`config.mk`:
```
export PLATFORM = sky130hd
export DESIGN_NAME = eth_loopback_client
export DESIGN_NICKNAME = d
export VERILOG_FILES = /design/src/rtl/eth_stream_pkg.sv /design/src/rtl/eth_stat_pkg.sv /design/src/rtl/rx_frame_packer.sv /design/src/rtl/loopback_fifo.sv /design/src/rtl/rx_pkt_stats.sv /design/src/rtl/eth_loopback_client.sv
export VERILOG_INCLUDE_DIRS = /design/src /design/src/rtl
export SDC_FILE = /design/constraint.sdc
export NUM_CORES = 2
export LEC_CHECK = 0
export BUFFER_PORTS_ARGS = -buffer_cell sky130_fd_sc_hd__buf_2
export CAP_MARGIN = 20
export CORE_AREA = 4 4 631 633
export DETAILED_ROUTE_END_ITERATION = 10
export DIE_AREA = 0 0 635 637
export SLEW_MARGIN = 0
export SYNTH_ARGS = -nofsm -noshare
export SYNTH_HDL_FRONTEND = slang
export SYNTH_MEMORY_MAX_BITS = 65536
export SYNTH_SLANG_ARGS = --single-unit
```
`constraint.sdc`:
```
create_clock -name i_clk_w -period 38.3 [get_ports i_clk_w]
set_input_delay 5.745 -clock i_clk_w [delete_from_list [all_inputs] [get_ports i_clk_w]]
set_output_delay 5.745 -clock i_clk_w [all_outputs]
set_load 0.05 [all_outputs]
```
`src/rtl/loopback_defs.svh`:
```
// Widths, depths and control field bit positions
// for the Ethernet loopback client receive path
`ifndef LOOPBACK_DEFS_SVH
`define LOOPBACK_DEFS_SVH

// --------------------
// Receive beat geometry
// --------------------

// 64-bit lanes per beat
`define LB_WORDS            4
`define LB_DATA_W           (64*`LB_WORDS)

// Unused byte count in the last beat
`define LB_EMPTY_W          5

// MAC error vector
`define LB_ERR_W            6

// --------------------
// FIFO word control field
// --------------------
`define LB_CTRL_W           16
`define LB_CTRL_SOP_POS     0
`define LB_CTRL_EOP_POS     1
`define LB_CTRL_ERR_POS     2
`define LB_CTRL_EMPTY_POS   8

// --------------------
// FIFO and statistics
// --------------------

// 16 entries
`define LB_FIFO_AW          4
`define LB_FIFO_DEPTH       (1 << `LB_FIFO_AW)

// Packet counter width, saturates at all ones
`define LB_STAT_W           8

`endif

```
`src/rtl/eth_stream_pkg.sv`:
```
// Receive stream beat types: data, control field, empty count
// and MAC error vector
`include "loopback_defs.svh"

package eth_stream_pkg;

    // One beat of frame data
    typedef logic [`LB_DATA_W-1:0] beat_data_t;

    // Packed sop, eop, error and empty bits stored beside the data
    typedef logic [`LB_CTRL_W-1:0] beat_ctrl_t;

    // Unused bytes in the end of packet beat
    typedef logic [`LB_EMPTY_W-1:0] beat_empty_t;

    // Error bits reported by the MAC
    typedef logic [`LB_ERR_W-1:0] mac_err_t;

endpackage

```
`src/rtl/eth_stat_pkg.sv`:
```
// Statistics counter and FIFO pointer types
`include "loopback_defs.svh"

package eth_stat_pkg;

    // Saturating packet counter
    typedef logic [`LB_STAT_W-1:0] stat_cnt_t;

    // FIFO pointer, top bit is the wrap flag
    typedef logic [`LB_FIFO_AW:0] fifo_ptr_t;

endpackage

```
`src/rtl/rx_frame_packer.sv`:
```
// Receive beat register and control field packer
`timescale 1ns/100ps
`include "loopback_defs.svh"

module rx_frame_packer (
    input  logic                      i_clk_w,
    input  logic                      i_rst_n,
    input  logic                      i_valid,
    input  logic                      i_sop,
    input  logic                      i_eop,
    input  eth_stream_pkg::beat_empty_t i_empty,
    input  eth_stream_pkg::beat_data_t  i_data,
    input  eth_stream_pkg::mac_err_t    i_error,
    output logic                      o_wr_valid,
    output eth_stream_pkg::beat_data_t  o_wr_data,
    output eth_stream_pkg::beat_ctrl_t  o_wr_ctrl
);

    eth_stream_pkg::beat_ctrl_t beat_ctrl;

    // Unused control bits stay zero
    always_comb begin
        beat_ctrl                                       = '0;
        beat_ctrl[`LB_CTRL_SOP_POS]                     = i_sop;
        beat_ctrl[`LB_CTRL_EOP_POS]                     = i_eop;
        beat_ctrl[`LB_CTRL_ERR_POS]                     = |i_error;
        beat_ctrl[`LB_CTRL_EMPTY_POS +: `LB_EMPTY_W]    = i_empty;
    end

    always_ff @(posedge i_clk_w) begin
        if (!i_rst_n) begin
            o_wr_valid <= 1'b0;
        end else begin
            o_wr_valid <= i_valid;
        end
    end

    // Payload only moves on a valid beat
    always_ff @(posedge i_clk_w) begin
        if (i_valid) begin
            o_wr_data <= i_data;
            o_wr_ctrl <= beat_ctrl;
        end
    end

    // Packet markers from the MAC only come with a valid beat
    a_marker_needs_valid : assert property (
        @(posedge i_clk_w) disable iff (!i_rst_n)
        (i_sop || i_eop) |-> i_valid
    );

endmodule

```
`src/rtl/loopback_fifo.sv`:
```
// Synchronous loopback FIFO with read request, registered read data
// and sticky overflow and underflow flags
`timescale 1ns/100ps
`include "loopback_defs.svh"

module loopback_fifo (
    input  logic                      i_clk_w,
    input  logic                      i_rst_n,
    input  logic                      i_wr_valid,
    input  eth_stream_pkg::beat_data_t  i_wr_data,
    input  eth_stream_pkg::beat_ctrl_t  i_wr_ctrl,
    input  logic                      i_tx_req,
    input  logic                      i_stat_clr,
    output logic                      o_tx_valid,
    output eth_stream_pkg::beat_data_t  o_tx_data,
    output eth_stream_pkg::beat_ctrl_t  o_tx_ctrl,
    output logic                      o_wr_full_err,
    output logic                      o_rd_empty_err
);

    eth_stream_pkg::beat_data_t mem_data [`LB_FIFO_DEPTH];
    eth_stream_pkg::beat_ctrl_t mem_ctrl [`LB_FIFO_DEPTH];

    eth_stat_pkg::fifo_ptr_t wr_ptr;
    eth_stat_pkg::fifo_ptr_t rd_ptr;
    eth_stat_pkg::fifo_ptr_t occupancy;

    logic fifo_full;
    logic fifo_empty;
    logic wr_en;
    logic rd_en;

    // --------------------
    // Status
    // --------------------

    // Same index with opposite wrap bits means full
    assign fifo_full  = (wr_ptr[`LB_FIFO_AW] != rd_ptr[`LB_FIFO_AW]) &&
                        (wr_ptr[`LB_FIFO_AW-1:0] == rd_ptr[`LB_FIFO_AW-1:0]);
    assign fifo_empty = (wr_ptr == rd_ptr);
    assign occupancy  = wr_ptr - rd_ptr;

    assign wr_en = i_wr_valid && !fifo_full;
    assign rd_en = i_tx_req && !fifo_empty;

    // --------------------
    // Pointers and flags
    // --------------------
    always_ff @(posedge i_clk_w) begin
        if (!i_rst_n) begin
            wr_ptr         <= '0;
            rd_ptr         <= '0;
            o_tx_valid     <= 1'b0;
            o_wr_full_err  <= 1'b0;
            o_rd_empty_err <= 1'b0;
        end else begin
            if (wr_en) begin
                wr_ptr <= wr_ptr + 1'b1;
            end
            if (rd_en) begin
                rd_ptr <= rd_ptr + 1'b1;
            end
            o_tx_valid <= rd_en;

            // Clear wins over a new error on the same edge
            if (i_stat_clr) begin
                o_wr_full_err  <= 1'b0;
                o_rd_empty_err <= 1'b0;
            end else begin
                if (i_wr_valid && fifo_full) begin
                    o_wr_full_err <= 1'b1;
                end
                if (i_tx_req && fifo_empty) begin
                    o_rd_empty_err <= 1'b1;
                end
            end
        end
    end

    // --------------------
    // Storage
    // --------------------
    always_ff @(posedge i_clk_w) begin
        if (wr_en) begin
            mem_data[wr_ptr[`LB_FIFO_AW-1:0]] <= i_wr_data;
            mem_ctrl[wr_ptr[`LB_FIFO_AW-1:0]] <= i_wr_ctrl;
        end
        if (rd_en) begin
            o_tx_data <= mem_data[rd_ptr[`LB_FIFO_AW-1:0]];
            o_tx_ctrl <= mem_ctrl[rd_ptr[`LB_FIFO_AW-1:0]];
        end
    end

    // Pointer distance stays within the memory size
    a_occupancy_bound : assert property (
        @(posedge i_clk_w) disable iff (!i_rst_n)
        occupancy <= `LB_FIFO_DEPTH
    );

endmodule

```
`src/rtl/rx_pkt_stats.sv`:
```
// Saturating start, end and errored packet counters with clear
`timescale 1ns/100ps
`include "loopback_defs.svh"

module rx_pkt_stats (
    input  logic                    i_clk_w,
    input  logic                    i_rst_n,
    input  logic                    i_valid,
    input  logic                    i_sop,
    input  logic                    i_eop,
    input  eth_stream_pkg::mac_err_t  i_error,
    input  logic                    i_stat_clr,
    output logic                    o_stat_valid,
    output eth_stat_pkg::stat_cnt_t   o_stat_sop_cnt,
    output eth_stat_pkg::stat_cnt_t   o_stat_eop_cnt,
    output eth_stat_pkg::stat_cnt_t   o_stat_err_cnt
);

    logic sop_hit;
    logic eop_hit;
    logic err_hit;

    // Holds at all ones instead of wrapping
    function automatic eth_stat_pkg::stat_cnt_t sat_inc(input eth_stat_pkg::stat_cnt_t cnt);
        if (&cnt) begin
            return cnt;
        end
        return cnt + 1'b1;
    endfunction

    assign sop_hit = i_valid && i_sop;
    assign eop_hit = i_valid && i_eop;
    // Error bits are only meaningful on the last beat
    assign err_hit = eop_hit && (|i_error);

    always_ff @(posedge i_clk_w) begin
        if (!i_rst_n || i_stat_clr) begin
            o_stat_sop_cnt <= '0;
            o_stat_eop_cnt <= '0;
            o_stat_err_cnt <= '0;
            o_stat_valid   <= 1'b0;
        end else begin
            if (sop_hit) begin
                o_stat_sop_cnt <= sat_inc(o_stat_sop_cnt);
            end
            if (eop_hit) begin
                o_stat_eop_cnt <= sat_inc(o_stat_eop_cnt);
            end
            if (err_hit) begin
                o_stat_err_cnt <= sat_inc(o_stat_err_cnt);
            end
            o_stat_valid <= eop_hit;
        end
    end

    // Counters only go down through a clear
    a_no_decrement : assert property (
        @(posedge i_clk_w) disable iff (!i_rst_n)
        !$past(i_stat_clr) |-> (o_stat_sop_cnt >= $past(o_stat_sop_cnt)) &&
                               (o_stat_eop_cnt >= $past(o_stat_eop_cnt)) &&
                               (o_stat_err_cnt >= $past(o_stat_err_cnt))
    );

endmodule

```
`src/rtl/eth_loopback_client.sv`:
```
// Loopback client receive side top level
// packer and FIFO path beside the packet statistics
`timescale 1ns/100ps

module eth_loopback_client (
    input  logic                      i_clk_w,
    input  logic                      i_rst_n,

    // MAC receive stream
    input  logic                      i_valid,
    input  logic                      i_sop,
    input  logic                      i_eop,
    input  eth_stream_pkg::beat_empty_t i_empty,
    input  eth_stream_pkg::beat_data_t  i_data,
    input  eth_stream_pkg::mac_err_t    i_error,

    // Transmit side read port
    input  logic                      i_tx_req,
    output logic                      o_tx_valid,
    output eth_stream_pkg::beat_data_t  o_tx_data,
    output eth_stream_pkg::beat_ctrl_t  o_tx_ctrl,

    // CSR
    input  logic                      i_stat_clr,
    output logic                      o_wr_full_err,
    output logic                      o_rd_empty_err,
    output logic                      o_stat_valid,
    output eth_stat_pkg::stat_cnt_t     o_stat_sop_cnt,
    output eth_stat_pkg::stat_cnt_t     o_stat_eop_cnt,
    output eth_stat_pkg::stat_cnt_t     o_stat_err_cnt
);

    logic                       wr_valid;
    eth_stream_pkg::beat_data_t wr_data;
    eth_stream_pkg::beat_ctrl_t wr_ctrl;

    rx_frame_packer u_packer (
        .i_clk_w    (i_clk_w),
        .i_rst_n    (i_rst_n),
        .i_valid    (i_valid),
        .i_sop      (i_sop),
        .i_eop      (i_eop),
        .i_empty    (i_empty),
        .i_data     (i_data),
        .i_error    (i_error),
        .o_wr_valid (wr_valid),
        .o_wr_data  (wr_data),
        .o_wr_ctrl  (wr_ctrl)
    );

    loopback_fifo u_fifo (
        .i_clk_w        (i_clk_w),
        .i_rst_n        (i_rst_n),
        .i_wr_valid     (wr_valid),
        .i_wr_data      (wr_data),
        .i_wr_ctrl      (wr_ctrl),
        .i_tx_req       (i_tx_req),
        .i_stat_clr     (i_stat_clr),
        .o_tx_valid     (o_tx_valid),
        .o_tx_data      (o_tx_data),
        .o_tx_ctrl      (o_tx_ctrl),
        .o_wr_full_err  (o_wr_full_err),
        .o_rd_empty_err (o_rd_empty_err)
    );

    // Taps the raw receive stream, not the packed words
    rx_pkt_stats u_stats (
        .i_clk_w        (i_clk_w),
        .i_rst_n        (i_rst_n),
        .i_valid        (i_valid),
        .i_sop          (i_sop),
        .i_eop          (i_eop),
        .i_error        (i_error),
        .i_stat_clr     (i_stat_clr),
        .o_stat_valid   (o_stat_valid),
        .o_stat_sop_cnt (o_stat_sop_cnt),
        .o_stat_eop_cnt (o_stat_eop_cnt),
        .o_stat_err_cnt (o_stat_err_cnt)
    );

endmodule

```
==> flow_metrics.py <==
metrics = {
    "status": {
        "outcome": "completed",
    },
    "sta": {
        "fin_worst_skew_ns": 0.0682,
        "hold_viol_final": 0,
        "slew_viol_final": 0,
        "setup_ws_ns": 29.50,
        "max_freq_mhz": 114,
        "setup_tns_ns": 0,
        "setup_viol": 0,
        "min_period_over_period_pct": 23.0,
        "worstMarginPinSlew_ns": 1.12,
        "min_period_ns": 8.80,
        "maxSlewHeadroom_pct": 25.6,
        "grt_setup_unrepaired": "no",
    },
    "global_routing": {
        "grt_max_degree": 153,
        "grt_antenna_before_repair": 45,
        "grt_pass1_vias": 79694,
        "track_usage_pct": 20.1,
        "grt_pass1_wl_mm": 589,
        "grt-ovfl-total": 0,
    },
    "synth": {
        "synth_cells": 6632,
        "ys_ff_latch": 4791,
        "async_flop_share_pct": 0,
        "yosys_most_used_dff": "edfxtp_1",
        "synth-edff-count": 4752,
        "syn_area_um2": 176000,
        "seq_area_frac_synth_pct": 81.4,
        "avgSynthCellArea_um2": 26.6,
        "ys_warn_count": 0,
        "ys_types": 44,
    },
    "worst_setup_path": {
        "cp-end-kind": "flop",
        "worstPathRequired_ns": 38.94,
        "cp-start-kind": "flop",
        "r2r_start": "u_fifo.rd_ptr[0]",
        "critPathLaunch": "u_fifo.rd_ptr[0]",
        "crit_arrival_ns": 9.45,
        "path_max_fanout": 47,
        "crit_type": "reg -> reg",
    },
    "cts": {
        "clk_pin_slew_ns": 0.06,
        "holdBufCountCts": 0,
        "cts_tree": "yes",
        "htree_levels": 5,
        "clk_latency_ns": 0.98,
        "numCtsBuffers": 474,
        "cts-resized-gates": 0,
        "clock-root-buffer": "clkbuf_16",
        "clockBufferDepth": 4,
        "post_cts_buffers": 0,
        "cts_sinks": 4791,
    },
    "worst_hold_path": {
        "hp-start": "u_fifo.o_wr_full_err",
        "hold_class": "reg -> reg",
    },
    "route": {
        "routed_via_density": 5.78,
        "drt_iter0_drc": 8117,
        "via_count": 76061,
        "wire_per_inst_um": 31.3,
        "ant_nets": 0,
        "dr.pass1.iters": 6,
        "routed_wl_mm": 413,
        "drc": 0,
    },
    "placement": {
        "placed_cells": 12272,
        "io_buffers": 565,
        "gp_congestion": 0.755,
        "pre_cts_ws_ns": 29.03,
        "postPlaceCellArea_um2": 185000,
        "detailed_place_hpwl_mm": 207,
    },
    "die": {
        "die_w_um": 635,
        "die_area_um2": 404000,
        "initial_utilization_pct": 45.0,
        "core_um2": 392000,
        "io_pins": 574,
        "die_h_um": 637,
        "fp-row-count": 230,
    },
    "finish": {
        "drive_above_1_share_pct": 34.6,
        "fin_cells": 13168,
        "syn_to_final_growth_pct": 14.0,
        "final_area_um2": 201000,
        "nets": 7812,
        "final_cell_mix": "4752 x edfxtp_1, 1320 x mux4_2, 564 x buf_2, 478 x clkbuf_16, 146 x buf_4",
        "final_common_cell": "edfxtp_1",
    },
    "run": {
        "maxCapViolCount": 0,
    },
    "power": {
        "p_leak_nw": 61.3,
        "power.density_nw_per_um2": 57.8,
        "peakVddDrop_v": 0.0000487,
    },
}
## synth_stat cells (3+ instances only)
cell         n  area (um2)
or3_1        3        18.8
nor3_1       4        20.0
nand2b_1     7        43.8
or4_1        6        45.0
dfxtp_1     39         781
buf_1       28         105
ha_1         8         100
mux2i_1     11         110
o211ai_1     7        52.6
xor2_1       4        35.0
xnor2_1      7        61.3
buf_4        8        60.1
buf_2       63         315
nand3_1      9        45.0
a31oi_1      3        18.8
nand2_1     24        90.1
a21o_1       3        22.5
o31ai_1      6        45.0
buf_6       58         653
edfxtp_1  4752      143000
inv_1       11        41.3
a211oi_1     5        37.5
a21oi_1     18        90.1
mux4_2    1320       29700
clkbuf_1   161         604
and4_1       4        35.0
nand4_1     11        68.8
nor2_1      28         105
## layer usage
layer  GRT usage [%]  wire [um]  part of all wire, %  vias to the layer above
li1                -          -                    -                    30919
met1            27.5     167000                   41                    41916
met2            34.8     214000                   52                     2628
met3            2.33      21100                  5.1                      596
met4            4.96       9710                  2.4                        2
met5               0         13               0.0032                        -
## cell type report
| class | count | area (um2) |
|---|---|---|
| Antenna cell | 13 | 32.5 |
| Clock buffer | 578 | 12400 |
| Clock inverter | 303 | 3000 |
| Fill cell | 30158 | 191000 |
| Inverter | 11 | 41.3 |
| Multi-Input combinational cell | 1519 | 31100 |
| Sequential cell | 4791 | 143000 |
| Tap cell | 5220 | 6530 |
| Timing Repair Buffer | 733 | 4380 |
## kinds of logic (layout without fill, tap and decap cells)
kind of cell	after synthesis	count (layout)	synth area share [%]
AO/OA/AOI/OAI	57	57	0.220
other	1	21	0.00213
AND/OR/NAND/NOR	104	104	0.297
flip-flops	4791	4791	81.4
adder cells (fa/ha/maj)	8	8	0.0568
buffers and inverters	329	1625	1.01
XOR/XNOR	11	11	0.0547
multiplexers	1331	1331	16.9
## per-stage QoR
stage | total power [W] | utilization (%) | hold slack [ns]
2_1_floorplan | 0.00694 | - | 0.484
3_3_place_gp | 0.00718 | 47.3 | 0.455
3_5_place_dp | 0.00719 | 47.3 | 0.465
4_1_cts | 0.0117 | 51.2 | 0.479
5_1_grt | 0.0120 | 51.3 | 0.517
6_report | 0.0116 | 51.3 | 0.484
## worst max-delay path, stage by stage, from the launching register on
cell and delay, ns:
dfxtp_4 0.78, buf_4 0.79, buf_4 0.84, buf_4 0.69, buf_4 0.69, buf_4 0.81
buf_4 0.88, buf_4 0.84, buf_4 0.82, mux4_2 0.61, mux4_2 0.47
## power by group
group	leakage, nW	internal (W)	switching (W)	total (W)
Sequential	43.4	0.00594	0.000132	0.00607
Clock	7.44	0.00260	0.00196	0.00455
Combinational	10.4	0.000443	0.000544	0.000987
## path summary, 6_finish.rpt
check                                to  slack, ns  depth (start not counted)
setup / recovery  u_fifo.o_tx_data[106]      29.50                         10
hold / removal     u_fifo.o_wr_full_err       0.48                          2
setup reg to reg  u_fifo.o_tx_data[106]      29.50                         10
hold reg to reg    u_fifo.o_wr_full_err       0.48                          2
## registers in the layout (all words and copies together), names as in the netlist, 5 cells and up
signal	flops
u_stats.o_stat_err_cnt	8
u_fifo.wr_ptr	5
u_packer.o_wr_ctrl	8
u_packer.o_wr_data	256
u_stats.o_stat_sop_cnt	8
u_fifo.mem_ctrl	128
u_fifo.o_tx_data	256
u_stats.o_stat_eop_cnt	8
u_fifo.rd_ptr	5
u_fifo.mem_data	4096
u_fifo.o_tx_ctrl	8
Note: power is estimated with default switching activity, not from simulation.
